**src/include/rv_pipe_cfg.svh**
```systemverilog
//############################
// Sizing macros for the RV32I pipeline
// Included by the package and each RTL file
//############################
`ifndef RV_PIPE_CFG_SVH
`define RV_PIPE_CFG_SVH

// Data and address width
`define RV_XLEN        32
`define RV_REG_ADDR_W  5

// 64-entry direct-mapped BTB
`define RV_BTB_INDEX_W 6

// Program store holds 256 words
`define RV_IMEM_ADDR_W 8

`endif

```
**src/design/rv_pipe_pkg.sv**
```systemverilog
//############################
// Opcodes, ALU ops and pipeline register types
//############################
`include "rv_pipe_cfg.svh"

package rv_pipe_pkg;

    // Major opcodes of the supported subset
    typedef enum logic [6:0] {
        OPC_OP     = 7'b0110011,
        OPC_OP_IMM = 7'b0010011,
        OPC_BRANCH = 7'b1100011,
        OPC_JAL    = 7'b1101111
    } opcode_e;

    typedef enum logic [2:0] {
        ALU_ADD,
        ALU_SUB,
        ALU_AND,
        ALU_OR,
        ALU_XOR,
        ALU_SLT
    } alu_op_e;

    // Decoded control, travels with the instruction into EX
    typedef struct packed {
        alu_op_e alu_op;
        logic    use_imm;
        logic    reg_wr;
        logic    is_branch;
        logic    is_jal;
        logic    br_ne;
    } ctrl_t;

    typedef struct packed {
        logic                valid;
        logic [`RV_XLEN-1:0] pc;
        logic [`RV_XLEN-1:0] instr;
        logic                btb_hit;
    } if_id_t;

    typedef struct packed {
        logic                      valid;
        ctrl_t                     ctrl;
        logic [`RV_XLEN-1:0]       pc;
        logic [`RV_REG_ADDR_W-1:0] rs1;
        logic [`RV_REG_ADDR_W-1:0] rs2;
        logic [`RV_REG_ADDR_W-1:0] rd;
        logic [`RV_XLEN-1:0]       rs1_val;
        logic [`RV_XLEN-1:0]       rs2_val;
        logic [`RV_XLEN-1:0]       imm;
        logic                      btb_hit;
    } id_ex_t;

    // Shared by EX/MEM and MEM/WB
    typedef struct packed {
        logic                      reg_wr;
        logic [`RV_REG_ADDR_W-1:0] rd;
        logic [`RV_XLEN-1:0]       data;
    } wb_t;

endpackage

```
**src/design/branch_resolve_if.sv**
```systemverilog
//############################
// Branch outcome from EX to the BTB
//############################
`include "rv_pipe_cfg.svh"

interface branch_resolve_if;

    logic                valid;
    logic [`RV_XLEN-1:0] pc;
    logic [`RV_XLEN-1:0] target;
    logic                taken;
    // Whether fetch predicted this instruction taken
    logic                pred_hit;

    modport execute (output valid, pc, target, taken, pred_hit);
    modport predictor (input valid, pc, target, taken, pred_hit);

endinterface

```
**src/design/execute_stage.sv**
```systemverilog
//############################
// Forwarding, ALU, branch resolution and
// the EX/MEM and MEM/WB registers
//############################
`include "rv_pipe_cfg.svh"

module execute_stage (
    input  logic                clk_i,
    input  logic                rst_i,
    input  rv_pipe_pkg::id_ex_t id_ex_i,
    branch_resolve_if.execute   resolve,
    output rv_pipe_pkg::wb_t    wb_o
);

    import rv_pipe_pkg::*;

    wb_t                 ex_mem_q;
    logic [`RV_XLEN-1:0] op_a, op_b, alu_b, alu_res, target, link_pc;
    logic                taken;

    // Only real register writes are forwarded
    function automatic logic fwd_match(input wb_t stage,
                                       input logic [`RV_REG_ADDR_W-1:0] rs);
        fwd_match = stage.reg_wr && (stage.rd != '0) && (stage.rd == rs);
    endfunction

    // EX/MEM is younger, so it goes first
    assign op_a = fwd_match(ex_mem_q, id_ex_i.rs1) ? ex_mem_q.data :
                  fwd_match(wb_o, id_ex_i.rs1)     ? wb_o.data : id_ex_i.rs1_val;
    assign op_b = fwd_match(ex_mem_q, id_ex_i.rs2) ? ex_mem_q.data :
                  fwd_match(wb_o, id_ex_i.rs2)     ? wb_o.data : id_ex_i.rs2_val;

    assign alu_b = id_ex_i.ctrl.use_imm ? id_ex_i.imm : op_b;

    always_comb begin
        case (id_ex_i.ctrl.alu_op)
            ALU_SUB: alu_res = op_a - alu_b;
            ALU_AND: alu_res = op_a & alu_b;
            ALU_OR:  alu_res = op_a | alu_b;
            ALU_XOR: alu_res = op_a ^ alu_b;
            ALU_SLT: alu_res = {{(`RV_XLEN-1){1'b0}}, $signed(op_a) < $signed(alu_b)};
            default: alu_res = op_a + alu_b;
        endcase
    end

    // BEQ on equality, BNE on its inverse; JAL always goes
    assign taken   = id_ex_i.ctrl.is_jal ||
                     (id_ex_i.ctrl.is_branch && ((op_a == op_b) != id_ex_i.ctrl.br_ne));
    assign target  = id_ex_i.pc + id_ex_i.imm;
    assign link_pc = id_ex_i.pc + `RV_XLEN'd4;

    assign resolve.valid    = id_ex_i.valid && (id_ex_i.ctrl.is_branch || id_ex_i.ctrl.is_jal);
    assign resolve.pc       = id_ex_i.pc;
    assign resolve.target   = target;
    assign resolve.taken    = taken;
    assign resolve.pred_hit = id_ex_i.btb_hit;

    always_ff @(posedge clk_i or posedge rst_i) begin
        if (rst_i) begin
            ex_mem_q <= '0;
            wb_o     <= '0;
        end else begin
            ex_mem_q.reg_wr <= id_ex_i.valid && id_ex_i.ctrl.reg_wr;
            ex_mem_q.rd     <= id_ex_i.rd;
            ex_mem_q.data   <= id_ex_i.ctrl.is_jal ? link_pc : alu_res;
            // No memory access, MEM just delays the result
            wb_o            <= ex_mem_q;
        end
    end

endmodule

```
**src/flat_wrapper.sv**
```systemverilog
// flat-port wrapper written by rule: the top's interface ports become plain ports
module execute_stage_flat import rv_pipe_pkg::*;
  (clk_i, rst_i, id_ex_i, wb_o, resolve_valid, resolve_pc, resolve_target, resolve_taken, resolve_pred_hit);
  branch_resolve_if resolve_i ();
  input  logic clk_i;
  input  logic rst_i;
  input  rv_pipe_pkg::id_ex_t id_ex_i;
  output rv_pipe_pkg::wb_t wb_o;
  output wire logic [$bits(resolve_i.valid)-1:0] resolve_valid;
  output wire logic [$bits(resolve_i.pc)-1:0] resolve_pc;
  output wire logic [$bits(resolve_i.target)-1:0] resolve_target;
  output wire logic [$bits(resolve_i.taken)-1:0] resolve_taken;
  output wire logic [$bits(resolve_i.pred_hit)-1:0] resolve_pred_hit;
  assign resolve_valid = resolve_i.valid;
  assign resolve_pc = resolve_i.pc;
  assign resolve_target = resolve_i.target;
  assign resolve_taken = resolve_i.taken;
  assign resolve_pred_hit = resolve_i.pred_hit;
  execute_stage u_core (.clk_i(clk_i), .rst_i(rst_i), .id_ex_i(id_ex_i), .resolve(resolve_i), .wb_o(wb_o));
endmodule
```
**config.mk**
```make
export PLATFORM = sky130hd
export DESIGN_NAME = execute_stage_flat
export DESIGN_NICKNAME = d
export VERILOG_FILES = /design/src/design/rv_pipe_pkg.sv /design/src/design/branch_resolve_if.sv /design/src/design/execute_stage.sv /design/src/flat_wrapper.sv
export VERILOG_INCLUDE_DIRS = /design/src /design/src/include
export SDC_FILE = /design/constraint.sdc
export NUM_CORES = 1
export LEC_CHECK = 0
export ABC_CLOCK_PERIOD_IN_PS = 4700
export BUFFER_PORTS_ARGS = -buffer_cell sky130_fd_sc_hd__clkbuf_2
export CAP_MARGIN = 20
export CORE_MARGIN = 2
export CORE_UTILIZATION = 52
export DETAILED_ROUTE_END_ITERATION = 16
export PLACE_DENSITY_LB_ADDON = 0.15
export SLEW_MARGIN = 10
export SYNTH_ARGS = -nofsm -noshare
export SYNTH_HDL_FRONTEND = slang
export SYNTH_SLANG_ARGS = --single-unit
export TNS_END_PERCENT = 1
```
**constraint.sdc**
```tcl
create_clock -name clk_i -period 4.7 [get_ports clk_i]
set_clock_uncertainty 0.2 [all_clocks]
set_input_delay 0 -clock clk_i [delete_from_list [all_inputs] [get_ports clk_i]]
set_output_delay 0 -clock clk_i [all_outputs]
set_load 0.02 [all_outputs]
```
* After elaboration in Yosys (flattened, before gate mapping)
Index checks and enable logic that the tools add are counted.
** Word-level totals
- Register bits :: 76
- Output and inout bits :: 105
** Operators by class
- $add $sub $neg :: 4
- $lt $le $gt $ge :: 1
- Equality and inequality tests :: 11
- Mux-type cells :: 7
- Bitwise operators :: 3
- Reductions and logical operators :: 13
** Operators with widths (number)
- $mux W32 :: 6
- $pmux W32 S5 :: 1
- $add A32 B32 Y32 :: 2
- $add A32 B3 Y32 const B :: 1
- $and A32 B32 Y32 :: 1
- $eq A32 B32 Y1 :: 1
- $lt A32 B32 Y1 :: 1
- $or A32 B32 Y32 :: 1
- $sub A32 B32 Y32 :: 1
- $xor A32 B32 Y32 :: 1
- $eq A5 B5 Y1 :: 4
- $reduce_bool A5 Y1 :: 2
- $logic_and A1 B1 Y1 :: 9
- $eq A3 B2 Y1 const B :: 2
- $eq A3 B3 Y1 const B :: 2
- $eq A3 B1 Y1 const B :: 1
- $logic_or A1 B1 Y1 :: 2
- $ne A1 B1 Y1 :: 1

* Logic depth before layout (Yosys ltp)
Gate-level depths: netlist of the first run.
- Word-level depth :: 9
- Gate-level depth with buffers :: 20
- Depth with buffers taken out :: 19

* Least setup slack after synthesis of the first run
Ideal clock, no wire load.
- Path type :: reg2reg
- Start :: reg u_core.wb_o[32] (netlist name)
- End :: reg u_core.ex_mem_q[30] in the netlist's numbering
- Library setup time :: 80 ps
- Data arrival time :: 4630 ps
- Data required time :: 4420 ps
- Setup slack :: -210 ps
- Cell stages (with the launch flop) :: 21
- Path buffers :: 1
- Period minus slack after synthesis :: 4910 ps
- Path through :: dfrtp_1 -> or4_1 -> o21ai_2 -> nor3_2 -> buf_6 -> mux2_2 -> mux2i_4 -> o21ai_0 -> ha_1 -> inv_1 -> fa_1 -> nor3b_1 -> a211oi_1 -> a221oi_1 -> a211oi_1 -> a21oi_1 -> a31oi_1 -> o21ai_1 -> o311a_1 -> a31oi_1 -> a2bb2oi_1
** On the way
- Word-level cells in the longest chain between the ends :: 9
** Ends and longest elaborated chain
- $reduce_bool A5 Y1 :: RTL line execute_stage.sv:24 : fwd_match = stage.reg_wr && (stage.rd != '0) && (stage.rd == rs);
- $logic_and A1 B1 Y1 (2 in a row) :: RTL line execute_stage.sv:24
- $mux W32 :: RTL line execute_stage.sv:31 : fwd_match(wb_o, id_ex_i.rs2) ? wb_o.data : id_ex_i.rs2_val;
- $mux W32 :: RTL line execute_stage.sv:30 : assign op_b = fwd_match(ex_mem_q, id_ex_i.rs2) ? ex_mem_q.data :
- $mux W32 :: RTL line execute_stage.sv:33 : assign alu_b = id_ex_i.ctrl.use_imm ? id_ex_i.imm : op_b;
- $add A32 B32 Y32, or another cell as far along :: RTL line execute_stage.sv:42 : default: alu_res = op_a + alu_b;
- $pmux W32 S5 (*) :: RTL line execute_stage.sv:36 : case (id_ex_i.ctrl.alu_op)
- $mux W32 (*) :: RTL line execute_stage.sv:65 : ex_mem_q.data <= id_ex_i.ctrl.is_jal ? link_pc : alu_res;
- end, declared :: RTL line execute_stage.sv:17 : wb_t ex_mem_q;
Mark *: on every way between the ends. The rest lies on a longest branch, timed or not.

* Final worst setup path of the first run
- Start :: reg u_core.ex_mem_q[32] in the netlist's numbering
- End :: reg u_core.ex_mem_q[0] in the netlist's numbering
** On the way
- Word-level cells in the longest chain between the ends :: 8
** Ends and longest elaborated chain (RTL line)
- $reduce_bool A5 Y1 :: execute_stage.sv:24
- $logic_and A1 B1 Y1 (2 in a row) :: execute_stage.sv:24
- $mux W32 :: execute_stage.sv:30
- $mux W32 :: execute_stage.sv:33
- $add A32 B32 Y32, or another cell as far along :: execute_stage.sv:42
- $pmux W32 S5 (*) :: execute_stage.sv:36
- $mux W32 (*) :: execute_stage.sv:65
Marked as above.

==> results.py, run 1 <==
metrics = {
    "setup_path": {
        "rr_endpoint": "u_core.ex_mem_q[0]",
        "critPathBufInv": 6,
        "crit_path_max_incr_delay_ns": 0.43,
        "r2r-start": "u_core.ex_mem_q[32]",
        "cpMostUsedCell": "buf_4",
        "rr_worst_depth": 22,
        "worstPathCellList": "buf_4 > xnor2_1 > nand2_1 > nor3_2 > buf_4 > buf_4 > nand2_1 > o21ai_0 > buf_4 > ha_4 > nor4_4 > buf_4 > nand4_1 > a221oi_4 > a211oi_2 > a21oi_2 > a31oi_4 > o21ai_2 > o21ai_1 > buf_4 > a21oi_1 > o21ai_0",
        "cp-end-kind": "flop",
        "r2r_setup_slack_ns": -0.55,
        "start_kind": "flop",
        "crit_family": "compound AO/OA/AOI/OAI gates",
        "crit_slowest_cell": "xnor2_1",
        "critPathKind": "reg -> reg",
        "path_max_fanout": 15,
        "arrival_ns": 5.25,
        "required_ns": 4.69,
    },
    "power": {
        "ir_worst_vdd_mv": 0.195,
        "p_per_area_nw_per_um2": 231,
        "p_leak_nw": 7.93,
    },
    "cts": {
        "clk_pin_slew_ns": 0.06,
        "cts_buffers": 9,
        "cts_num_sinks": 76,
        "clockBufferDepth": 2,
        "worstSkewPairLatency_ns": 0.36,
        "ctsHtreeMaxLevel": 3,
        "root_buffer": "clkbuf_16",
        "cts_tree": "built",
    },
    "sta": {
        "grt_setup_unrepaired": "yes",
        "worst_pin_slew_ns": 1.04,
        "holdWs_ns": -0.00663,
        "post-route-period-util_pct": 112,
        "hold_viol_final": 1,
        "fin_tns_setup_ns": -7.64,
        "max_freq_mhz": 190,
        "slew_violations": 0,
        "layout_setup_ws_ns": -0.551,
        "fin_crit_ns": 5.25,
        "setup_violations": 26,
        "relSlewSlack_pct": 30.4,
    },
    "grt": {
        "grt_pass1_vias": 13700,
        "antenna_found_initial": 2,
        "grt_max_degree": 54,
        "grt.total_usage_pct": 42.3,
        "grt_pass1_wl_um": 77700,
        "overflow": 0,
    },
    "logic_synthesis": {
        "synth_nets": 1880,
        "yosys_warnings": 0,
        "synth_async_sr_flop_share_pct": 100,
        "syn_area_per_cell_um2": 7.43,
        "syn_inst": 1594,
        "ys.flop_type": "dfrtp_1",
        "synth-seq-cells": 76,
        "synth_edf_count": 0,
        "ys_seq_area_share_pct": 16.1,
        "synthDistinctLibCells": 79,
        "synthesis.area_um2": 11800,
    },
    "placed_design": {
        "io_buffer_count": 257,
        "place_ws_ns": -0.731,
        "dp.cells": 2315,
        "dp_hpwl_um": 40900,
        "place.gp.congestion": 1.04,
    },
    "floorplan": {
        "io_pins": 260,
        "die_area_um2": 24000,
        "core-area_um2": 22500,
        "std_cell_rows": 55,
        "start_util_pct": 52.6,
        "die_x_um": 155,
        "die_h_um": 155,
    },
    "routing": {
        "route.vias.total": 15000,
        "drc_errors": 0,
        "wl_um": 54900,
        "drt_iter0_markers": 1835,
        "vias_per_cell": 6.26,
        "drt_pre_antenna_iters": 8,
        "wire_per_inst_um": 23.0,
        "ant_nets": 0,
    },
    "cells_and_area": {
        "area_growth_syn_to_layout_pct": 42.1,
        "diodes": 0,
        "drive_gt1_share_pct": 36.5,
        "final_cells": 2391,
        "fillerInstances": 1745,
        "final_nets": 2387,
    },
    "hold_path": {
        "min_path_type": "in -> reg",
        "holdCritStartpoint": "id_ex_i[126]",
        "whs_path_depth": 4,
        "hold_end": "u_core.ex_mem_q[14]",
    },
    "run_status": {
        "status": "complete, but fails checks",
        "violations": "negative hold slack, negative setup slack",
    },
    "flow_run": {
        "max_cap_violations": 0,
    },
}
tightest hold or removal path: stages:
cell	delay [ns]
clkbuf_2	0.15
xor2_1	0.08
nand2_1	0.09
o41a_1	0.17
synth_stat cells (40+ instances only):
cell type / instances / share of area (%)
nand2_1: 145 / 4.6
a21oi_1: 135 / 5.7
nor2_1: 133 / 4.2
ha_1: 128 / 14
o21ai_0: 110 / 4.6
inv_1: 96 / 3.0
dfrtp_1: 76 / 16
xnor2_1: 76 / 5.6
clkbuf_1: 57 / 1.8
xor2_1: 47 / 3.5
mux2i_1: 41 / 3.5
nand2b_1: 40 / 2.1
layout by cell type (no fill, tap or decap), types with 16 or more instances in the layout:
cell type	instances
nand3_1	27
nand4_1	25
nor3_1	27
o21ai_1	28
nor2_1	130
o21ai_0	72
mux2_2	21
a31oi_1	18
a21o_1	18
buf_4	306
nand2b_1	38
mux2i_1	33
a211oi_1	17
o21a_1	21
o21bai_1	16
nor2b_1	17
xnor2_1	76
inv_1	94
ha_1	113
clkbuf_2	257
xor2_1	47
dfrtp_1	74
nand2_1	145
a21oi_1	119
dlygate4sd3_1	34
flip-flops by register name (all words and copies together), names as in the netlist:
register         flops
u_core.ex_mem_q     38
u_core.wb_o         38
report_power, final:
| group | leakage (nW) | internal [W] | switching [W] | total, W |
|---|---|---|---|---|
| registers | 0.883 | 0.000742 | 0.000106 | 0.000847 |
| logic | 6.91 | 0.000995 | 0.00135 | 0.00234 |
| clock network | 0.135 | 0.000367 | 0.000330 | 0.000697 |
| total | 7.93 | 0.00210 | 0.00178 | 0.00389 |
logic make-up after synthesis:
family / share of synthesized area (%)
DFF: 16.1
AOI/OAI and AO/OA: 26.9
xor gates and xnor gates: 9.09
muxes: 6.27
adders and majority gates: 14.0
buffers and inverters: 8.40
and+or+nand+nor: 19.2
how the worst max path moves through the flow:
| stage | slack [ns] | from | endpoint | depth (start not counted) |
|---|---|---|---|---|
| floorplan | -0.02 | u_core.wb_o[35] | u_core.ex_mem_q[28] | 19 |
| global placement | -0.74 | u_core.wb_o[32] | u_core.ex_mem_q[0] | 20 |
| detailed placement | -0.73 | u_core.wb_o[35] | u_core.ex_mem_q[0] | 21 |
| CTS | -0.19 | u_core.wb_o[32] | u_core.ex_mem_q[15] | 21 |
| global route | -0.66 | u_core.ex_mem_q[32] | u_core.ex_mem_q[0] | 22 |
| finish | -0.55 | u_core.ex_mem_q[32] | u_core.ex_mem_q[0] | 22 |
timing repair:
action | in CTS | in global routing
pin swaps | 41 | 51
hold endpoints to repair | 60 | 1
resized for setup | 102 | 100
buffers inserted | 14 | 12
endpoints found under the setup margin | 25 | 28
cloned | 0 | 1
hold buffers | 33 | 1
area by class of cell:
cell class / instances / area [µm²] / area share, %
Inverter: 108 / 405 / 2.41
Clock inverter: 7 / 57.6 / 0.342
Sequential cell: 76 / 1900 / 11.3
Timing Repair Buffer: 609 / 4080 / 24.2
Multi-Input combinational cell: 1297 / 9800 / 58.2
Tap cell: 285 / 357 / 2.12
Clock buffer: 9 / 225 / 1.34
through the flow:
step	util, %	instance area (µm²)	total power (W)
after detailed placement	67.3	15100	0.00286
after global routing	74.8	16800	0.00405
final	74.8	16800	0.00389
after CTS	72.3	16300	0.00367
after floorplan	-	11900	0.00198
after global placement	67.3	15100	0.00284
per-layer routing:
layer	vias to the layer above	track usage (%)	wire, µm
met3	157	16.4	7970
met5	-	0	13
met2	1036	60.6	22500
met4	2	13.7	2160
met1	7067	58.3	22200
li1	6701	-	-
Power figures use the tool's default switching activity.
==> inputs of run 2 (changes only) <==
Settings changed: GPL_TIMING_DRIVEN from default to 0.
==> results.py, run 2 (synthesis gave the netlist of run 1 again) <==
metrics = {
    "placed_design": {
        "place.gp.congestion": 1.08,
        "io_buffer_count": 254,
        "place_ws_ns": -1.57,
        "dp_hpwl_um": 40600,
    },
    "floorplan": {
        "die_h_um": 155,
        "io_pins": 260,
        "die_x_um": 155,
        "start_util_pct": 52.6,
        "die_area_um2": 24000,
        "std_cell_rows": 55,
        "core-area_um2": 22500,
    },
    "cts": {
        "cts_num_sinks": 76,
        "root_buffer": "clkbuf_16",
        "cts_buffers": 9,
        "clk_pin_slew_ns": 0.06,
        "ctsHtreeMaxLevel": 3,
        "clockBufferDepth": 2,
        "worstSkewPairLatency_ns": 0.35,
        "cts_tree": "built",
    },
    "sta": {
        "fin_tns_setup_ns": -8.95,
        "post-route-period-util_pct": 112,
        "hold_viol_final": 0,
        "max_freq_mhz": 190,
        "holdWs_ns": 0.0120,
        "setup_violations": 26,
        "fin_crit_ns": 5.27,
        "layout_setup_ws_ns": -0.567,
        "grt_setup_unrepaired": "yes",
        "slew_violations": 0,
        "relSlewSlack_pct": 26.0,
        "worst_pin_slew_ns": 1.11,
    },
    "grt": {
        "grt_pass1_wl_um": 78000,
        "antenna_found_initial": 3,
        "grt.total_usage_pct": 42.8,
        "overflow": 0,
        "grt_max_degree": 55,
        "grt_pass1_vias": 13200,
    },
    "power": {
        "p_int_w": 0.00203,
        "p_per_area_nw_per_um2": 236,
        "p_total_w": 0.00370,
        "ir_worst_vdd_mv": 0.189,
        "power_frac_comb_pct": 56.4,
        "p_leak_nw": 6.96,
        "p_sw_share_pct": 45.1,
        "p_clk_share_pct": 20.9,
        "pwr-share-seq_pct": 22.7,
        "p_sw_w": 0.00167,
    },
    "cells_and_area": {
        "reg.largest.list": "u_core.ex_mem_q x38, u_core.wb_o x38",
        "layout_common_cells": "257 x clkbuf_2, 143 x nand2_1, 129 x nor2_1",
        "final_nets": 2217,
        "ff_latch_area_um2": 1910,
        "area_growth_syn_to_layout_pct": 32.1,
        "drive_gt1_share_pct": 30.0,
        "fin_util_pct": 69.5,
        "diodes": 0,
        "multi_input_area_um2": 9980,
        "fillerInstances": 1863,
        "layout_commonest_cell": "clkbuf_2",
    },
    "setup_path": {
        "arrival_ns": 5.32,
        "cp-end-kind": "flop",
        "start_kind": "flop",
        "path_max_fanout": 10,
        "worstPathCellList": "xnor2_1 > nand4_1 > nor3_4 > buf_6 > mux2i_1 > o21ai_2 > inv_1 > ha_2 > inv_1 > fa_2 > nor3b_2 > a211oi_2 > buf_4 > a221oi_4 > a211oi_2 > a21oi_2 > buf_4 > a21oi_2 > o31ai_2 > o211a_1 > a221o_1 > nor2_2",
        "required_ns": 4.75,
        "critPathBufInv": 5,
        "crit_path_max_incr_delay_ns": 0.50,
        "crit_slowest_cell": "dfrtp_1",
        "critPathKind": "reg -> reg",
        "crit_family": "compound AO/OA/AOI/OAI gates",
    },
    "routing": {
        "wl_um": 53900,
        "vias_per_cell": 6.46,
        "wire_per_inst_um": 24.2,
        "route.vias.total": 14300,
        "drt_iter0_markers": 2030,
        "drt_pre_antenna_iters": 6,
        "ant_nets": 0,
        "drc_errors": 0,
    },
    "run_status": {
        "violations": "negative setup slack",
        "status": "complete, but fails checks",
    },
    "hold_path": {
        "min_path_type": "in -> reg",
    },
    "flow_run": {
        "max_cap_violations": 0,
    },
}
==> run 2: changes by cell type in the layout (fill, tap and decap cells not counted), sizes merged <==
cell	previous run	this run
buf	317	109
clkbuf	267	311
dlygate4sd3	34	30
inv	110	106
bufinv	0	2
==> run 2: metal layers <==
metal  vias up  track usage, %  wire length, µm
met1      6646            58.9            21600
met5         -               0                9
li1       6369               -                -
met4         2            19.1             2700
met3       189            10.1             7230
met2      1137            63.9            22300
==> run 2: area by class of cell <==
type                       count  share of cell area, %
inverter                     108                   2.61
sequential                    76                   12.2
timing repair buffer         335                   12.6
tap                          285                   2.28
clock buffer                  11                   1.61
buffer                       104                   4.38
clock inverter                 5                  0.536
multi-input combinational   1297                   63.8
==> run 2: path summary, 6_finish.rpt <==
| kind | start | to | cells past startpoint | slack [ns] |
|---|---|---|---|---|
| max | u_core.wb_o[36] | u_core.ex_mem_q[24] | 22 | -0.57 |
| min | id_ex_i[121] | u_core.ex_mem_q[9] | 3 | 0.01 |
| max reg2reg | u_core.wb_o[36] | u_core.ex_mem_q[24] | 22 | -0.57 |
| min reg2reg | u_core.ex_mem_q[27] | u_core.wb_o[27] | 0 | 0.21 |
| max in group asynchronous | rst_i | u_core.wb_o[24] | 5 | 3.15 |
| min in group asynchronous | rst_i | u_core.wb_o[36] | 4 | 0.56 |
==> run 2: worst min-delay path, stage by stage <==
cell      delay [ns]
clkbuf_2        0.15
xor2_1          0.14
a21boi_1        0.20
==> run 2: power groups by stage <==
stage / Clock (W) / Combinational, W / Sequential (W)
3_5_place_dp: 0 / 0.00173 / 0.000829
6_report: 0.000772 / 0.00209 / 0.000840
2_1_floorplan: 0 / 0.00112 / 0.000864
5_1_grt: 0.000800 / 0.00221 / 0.000846
4_1_cts: 0.000769 / 0.00195 / 0.000828
3_3_place_gp: 0 / 0.00172 / 0.000823
==> run 2: through the flow <==
stage | instance area [µm²] | std cells
final | 15700 | 2221
after global routing | 15700 | 2221
after CTS | 15300 | 2212
after detailed placement | 13600 | 2135
after global placement | 13500 | 2133
after floorplan | 11900 | 1594
==> run 2: what timing repair did <==
| action | CTS | global route |
|---|---|---|
| gates resized for setup | 224 | 52 |
| buffers inserted | 40 | 9 |
| pin swaps | 51 | 21 |
| hold buffers | 30 | 0 |
| endpoints found under the hold margin | 102 | 0 |
| setup endpoints to repair | 30 | 28 |
==> inputs of run 3 (changes only) <==
Settings changed: CORE_MARGIN 2 to 5, CORE_UTILIZATION 52 to 44, PLACE_DENSITY_LB_ADDON 0.15 to 0.08.
==> results.py, run 3 (synthesis gave the netlist of run 1 again) <==
metrics = {
    "sta": {
        "worst_pin_slew_ns": 1.19,
        "hold_viol_final": 1,
        "layout_setup_ws_ns": -0.427,
        "relSlewSlack_pct": 20.9,
        "max_freq_mhz": 195,
        "slew_violations": 0,
        "grt_setup_unrepaired": "yes",
        "holdWs_ns": -0.0180,
        "post-route-period-util_pct": 109,
        "fin_crit_ns": 5.13,
        "setup_violations": 23,
        "fin_tns_setup_ns": -6.62,
    },
    "cts": {
        "cts_num_sinks": 76,
        "cts_tree": "built",
        "worstSkewPairLatency_ns": 0.34,
        "clk_pin_slew_ns": 0.06,
        "ctsHtreeMaxLevel": 3,
        "clockBufferDepth": 2,
        "root_buffer": "clkbuf_16",
        "cts_buffers": 9,
    },
    "grt": {
        "grt_pass1_vias": 13600,
        "grt_max_degree": 43,
        "grt.total_usage_pct": 35.9,
        "antenna_found_initial": 2,
        "grt_pass1_wl_um": 83900,
        "overflow": 0,
    },
    "routing": {
        "route.vias.total": 14000,
        "drt_iter0_markers": 1903,
        "vias_per_cell": 6.14,
        "drt_pre_antenna_iters": 6,
        "wl_um": 57300,
        "drc_errors": 0,
        "ant_nets": 0,
        "wire_per_inst_um": 25.2,
    },
    "flow_run": {
        "max_cap_violations": 0,
    },
    "cells_and_area": {
        "final_nets": 2218,
        "area_growth_syn_to_layout_pct": 33.9,
        "drive_gt1_share_pct": 31.4,
        "multi_input_area_um2": 10200,
        "final_cell_area_um2": 15900,
        "layout_commonest_cell": "clkbuf_2",
        "ff_latch_area_um2": 1910,
        "fin_util_pct": 59.4,
        "final_cells": 2278,
        "layout_common_cells": "258 x clkbuf_2, 145 x nand2_1, 128 x nor2_1",
        "reg.largest.list": "u_core.ex_mem_q x38, u_core.wb_o x38",
        "fillerInstances": 2524,
        "diodes": 0,
    },
    "placed_design": {
        "io_buffer_count": 254,
        "dp_hpwl_um": 44900,
        "dp.cells": 2190,
        "place.gp.congestion": 1.05,
        "dpl-instance-area_um2": 13600,
    },
    "floorplan": {
        "start_util_pct": 44.3,
        "std_cell_rows": 60,
        "io_pins": 260,
        "die_h_um": 174,
        "core-area_um2": 26700,
        "die_area_um2": 30300,
        "die_x_um": 174,
    },
    "setup_path": {
        "arrival_ns": 5.17,
        "required_ns": 4.74,
        "critPathKind": "reg -> reg",
        "path_max_fanout": 10,
        "r2r-start": "u_core.wb_o[32]",
        "startpoint": "u_core.wb_o[32]",
        "cp-end-kind": "flop",
        "start_kind": "flop",
    },
    "run_status": {
        "violations": "negative hold slack, negative setup slack",
        "status": "complete, but fails checks",
    },
    "hold_path": {
        "min_path_type": "in -> reg",
        "holdCritStartpoint": "id_ex_i[118]",
    },
    "power": {
        "p_per_area_nw_per_um2": 232,
        "p_leak_nw": 6.98,
        "ir_worst_vdd_mv": 0.144,
    },
}
[run 3: changes by cell type in the layout (fill, tap and decap cells not counted), moves of 4 or more]
cell,previous run,this run
o21ai_0,67,75
dlygate4sd3_1,30,24
buf_4,86,94
o21ai_1,31,16
a211oi_4,2,6
buf_6,8,4
a211oi_2,9,5
o21ai_2,16,23
[run 3: layer usage]
layer	global-route usage (%)	routed length, µm	vias up
met5	0	0	-
met4	13.8	2350	0
met3	8.13	6280	142
met2	55.2	24600	868
met1	49.3	24200	6609
li1	-	-	6374
[run 3: final timing paths]
check	endpoint	slack, ns	depth (start not counted)
max in group asynchronous	u_core.ex_mem_q[20]	3.69	4
min in group asynchronous	u_core.wb_o[35]	0.03	3
worst max register to register	u_core.ex_mem_q[31]	-0.43	19
worst min-delay path	u_core.ex_mem_q[6]	-0.02	3
worst max-delay path	u_core.ex_mem_q[31]	-0.43	19
worst min register to register	u_core.wb_o[29]	0.21	0
[run 3: cell type report]
type,count,area share (%)
inverters,108,2.59
clock inverters,5,0.394
clock buffers,11,1.47
repair buffers,337,12.6
multi-input cells,1297,64.1
plain buffers,103,4.20
flip-flops and latches,76,12.0
well taps,341,2.69
[run 3: report_power, final]
part	switching, W	internal, W	leakage, nW	total [W]
registers	0.0000926	0.000743	0.882	0.000835
logic	0.00134	0.000812	5.97	0.00215
clock network	0.000279	0.000413	0.136	0.000692
[run 3: through the flow]
step	total power, W	setup slack, ns
after CTS	0.00354	-0.345
after global placement	0.00259	-1.87
after detailed placement	0.00260	-1.69
after floorplan	0.00198	-0.0196
final	0.00368	-0.427
after global routing	0.00384	-0.542
[run 3: critical path: stages (launching register included)]
cell       delay (ns)
dfrtp_2          0.44
or4_4            0.54
o21ai_4          0.23
nor3_4           0.09
buf_6            0.16
mux2_2           0.29
mux2i_4          0.24
o21ai_0          0.16
ha_2             0.51
inv_1            0.16
nor3_2           0.25
and4_1           0.26
a22oi_2          0.07
buf_6            0.15
a2111oi_4        0.40
nor4_2           0.14
o41ai_2          0.32
xor2_1           0.18
nor2_1           0.05
o22ai_1          0.18
[run 3: timing repair]
item | in CTS | in global routing
resized for setup | 240 | 60
hold buffers | 24 | 0
setup endpoints to repair | 30 | 31
hold endpoints to repair | 98 | 0
pin swaps | 58 | 29
setup buffers | 52 | 7
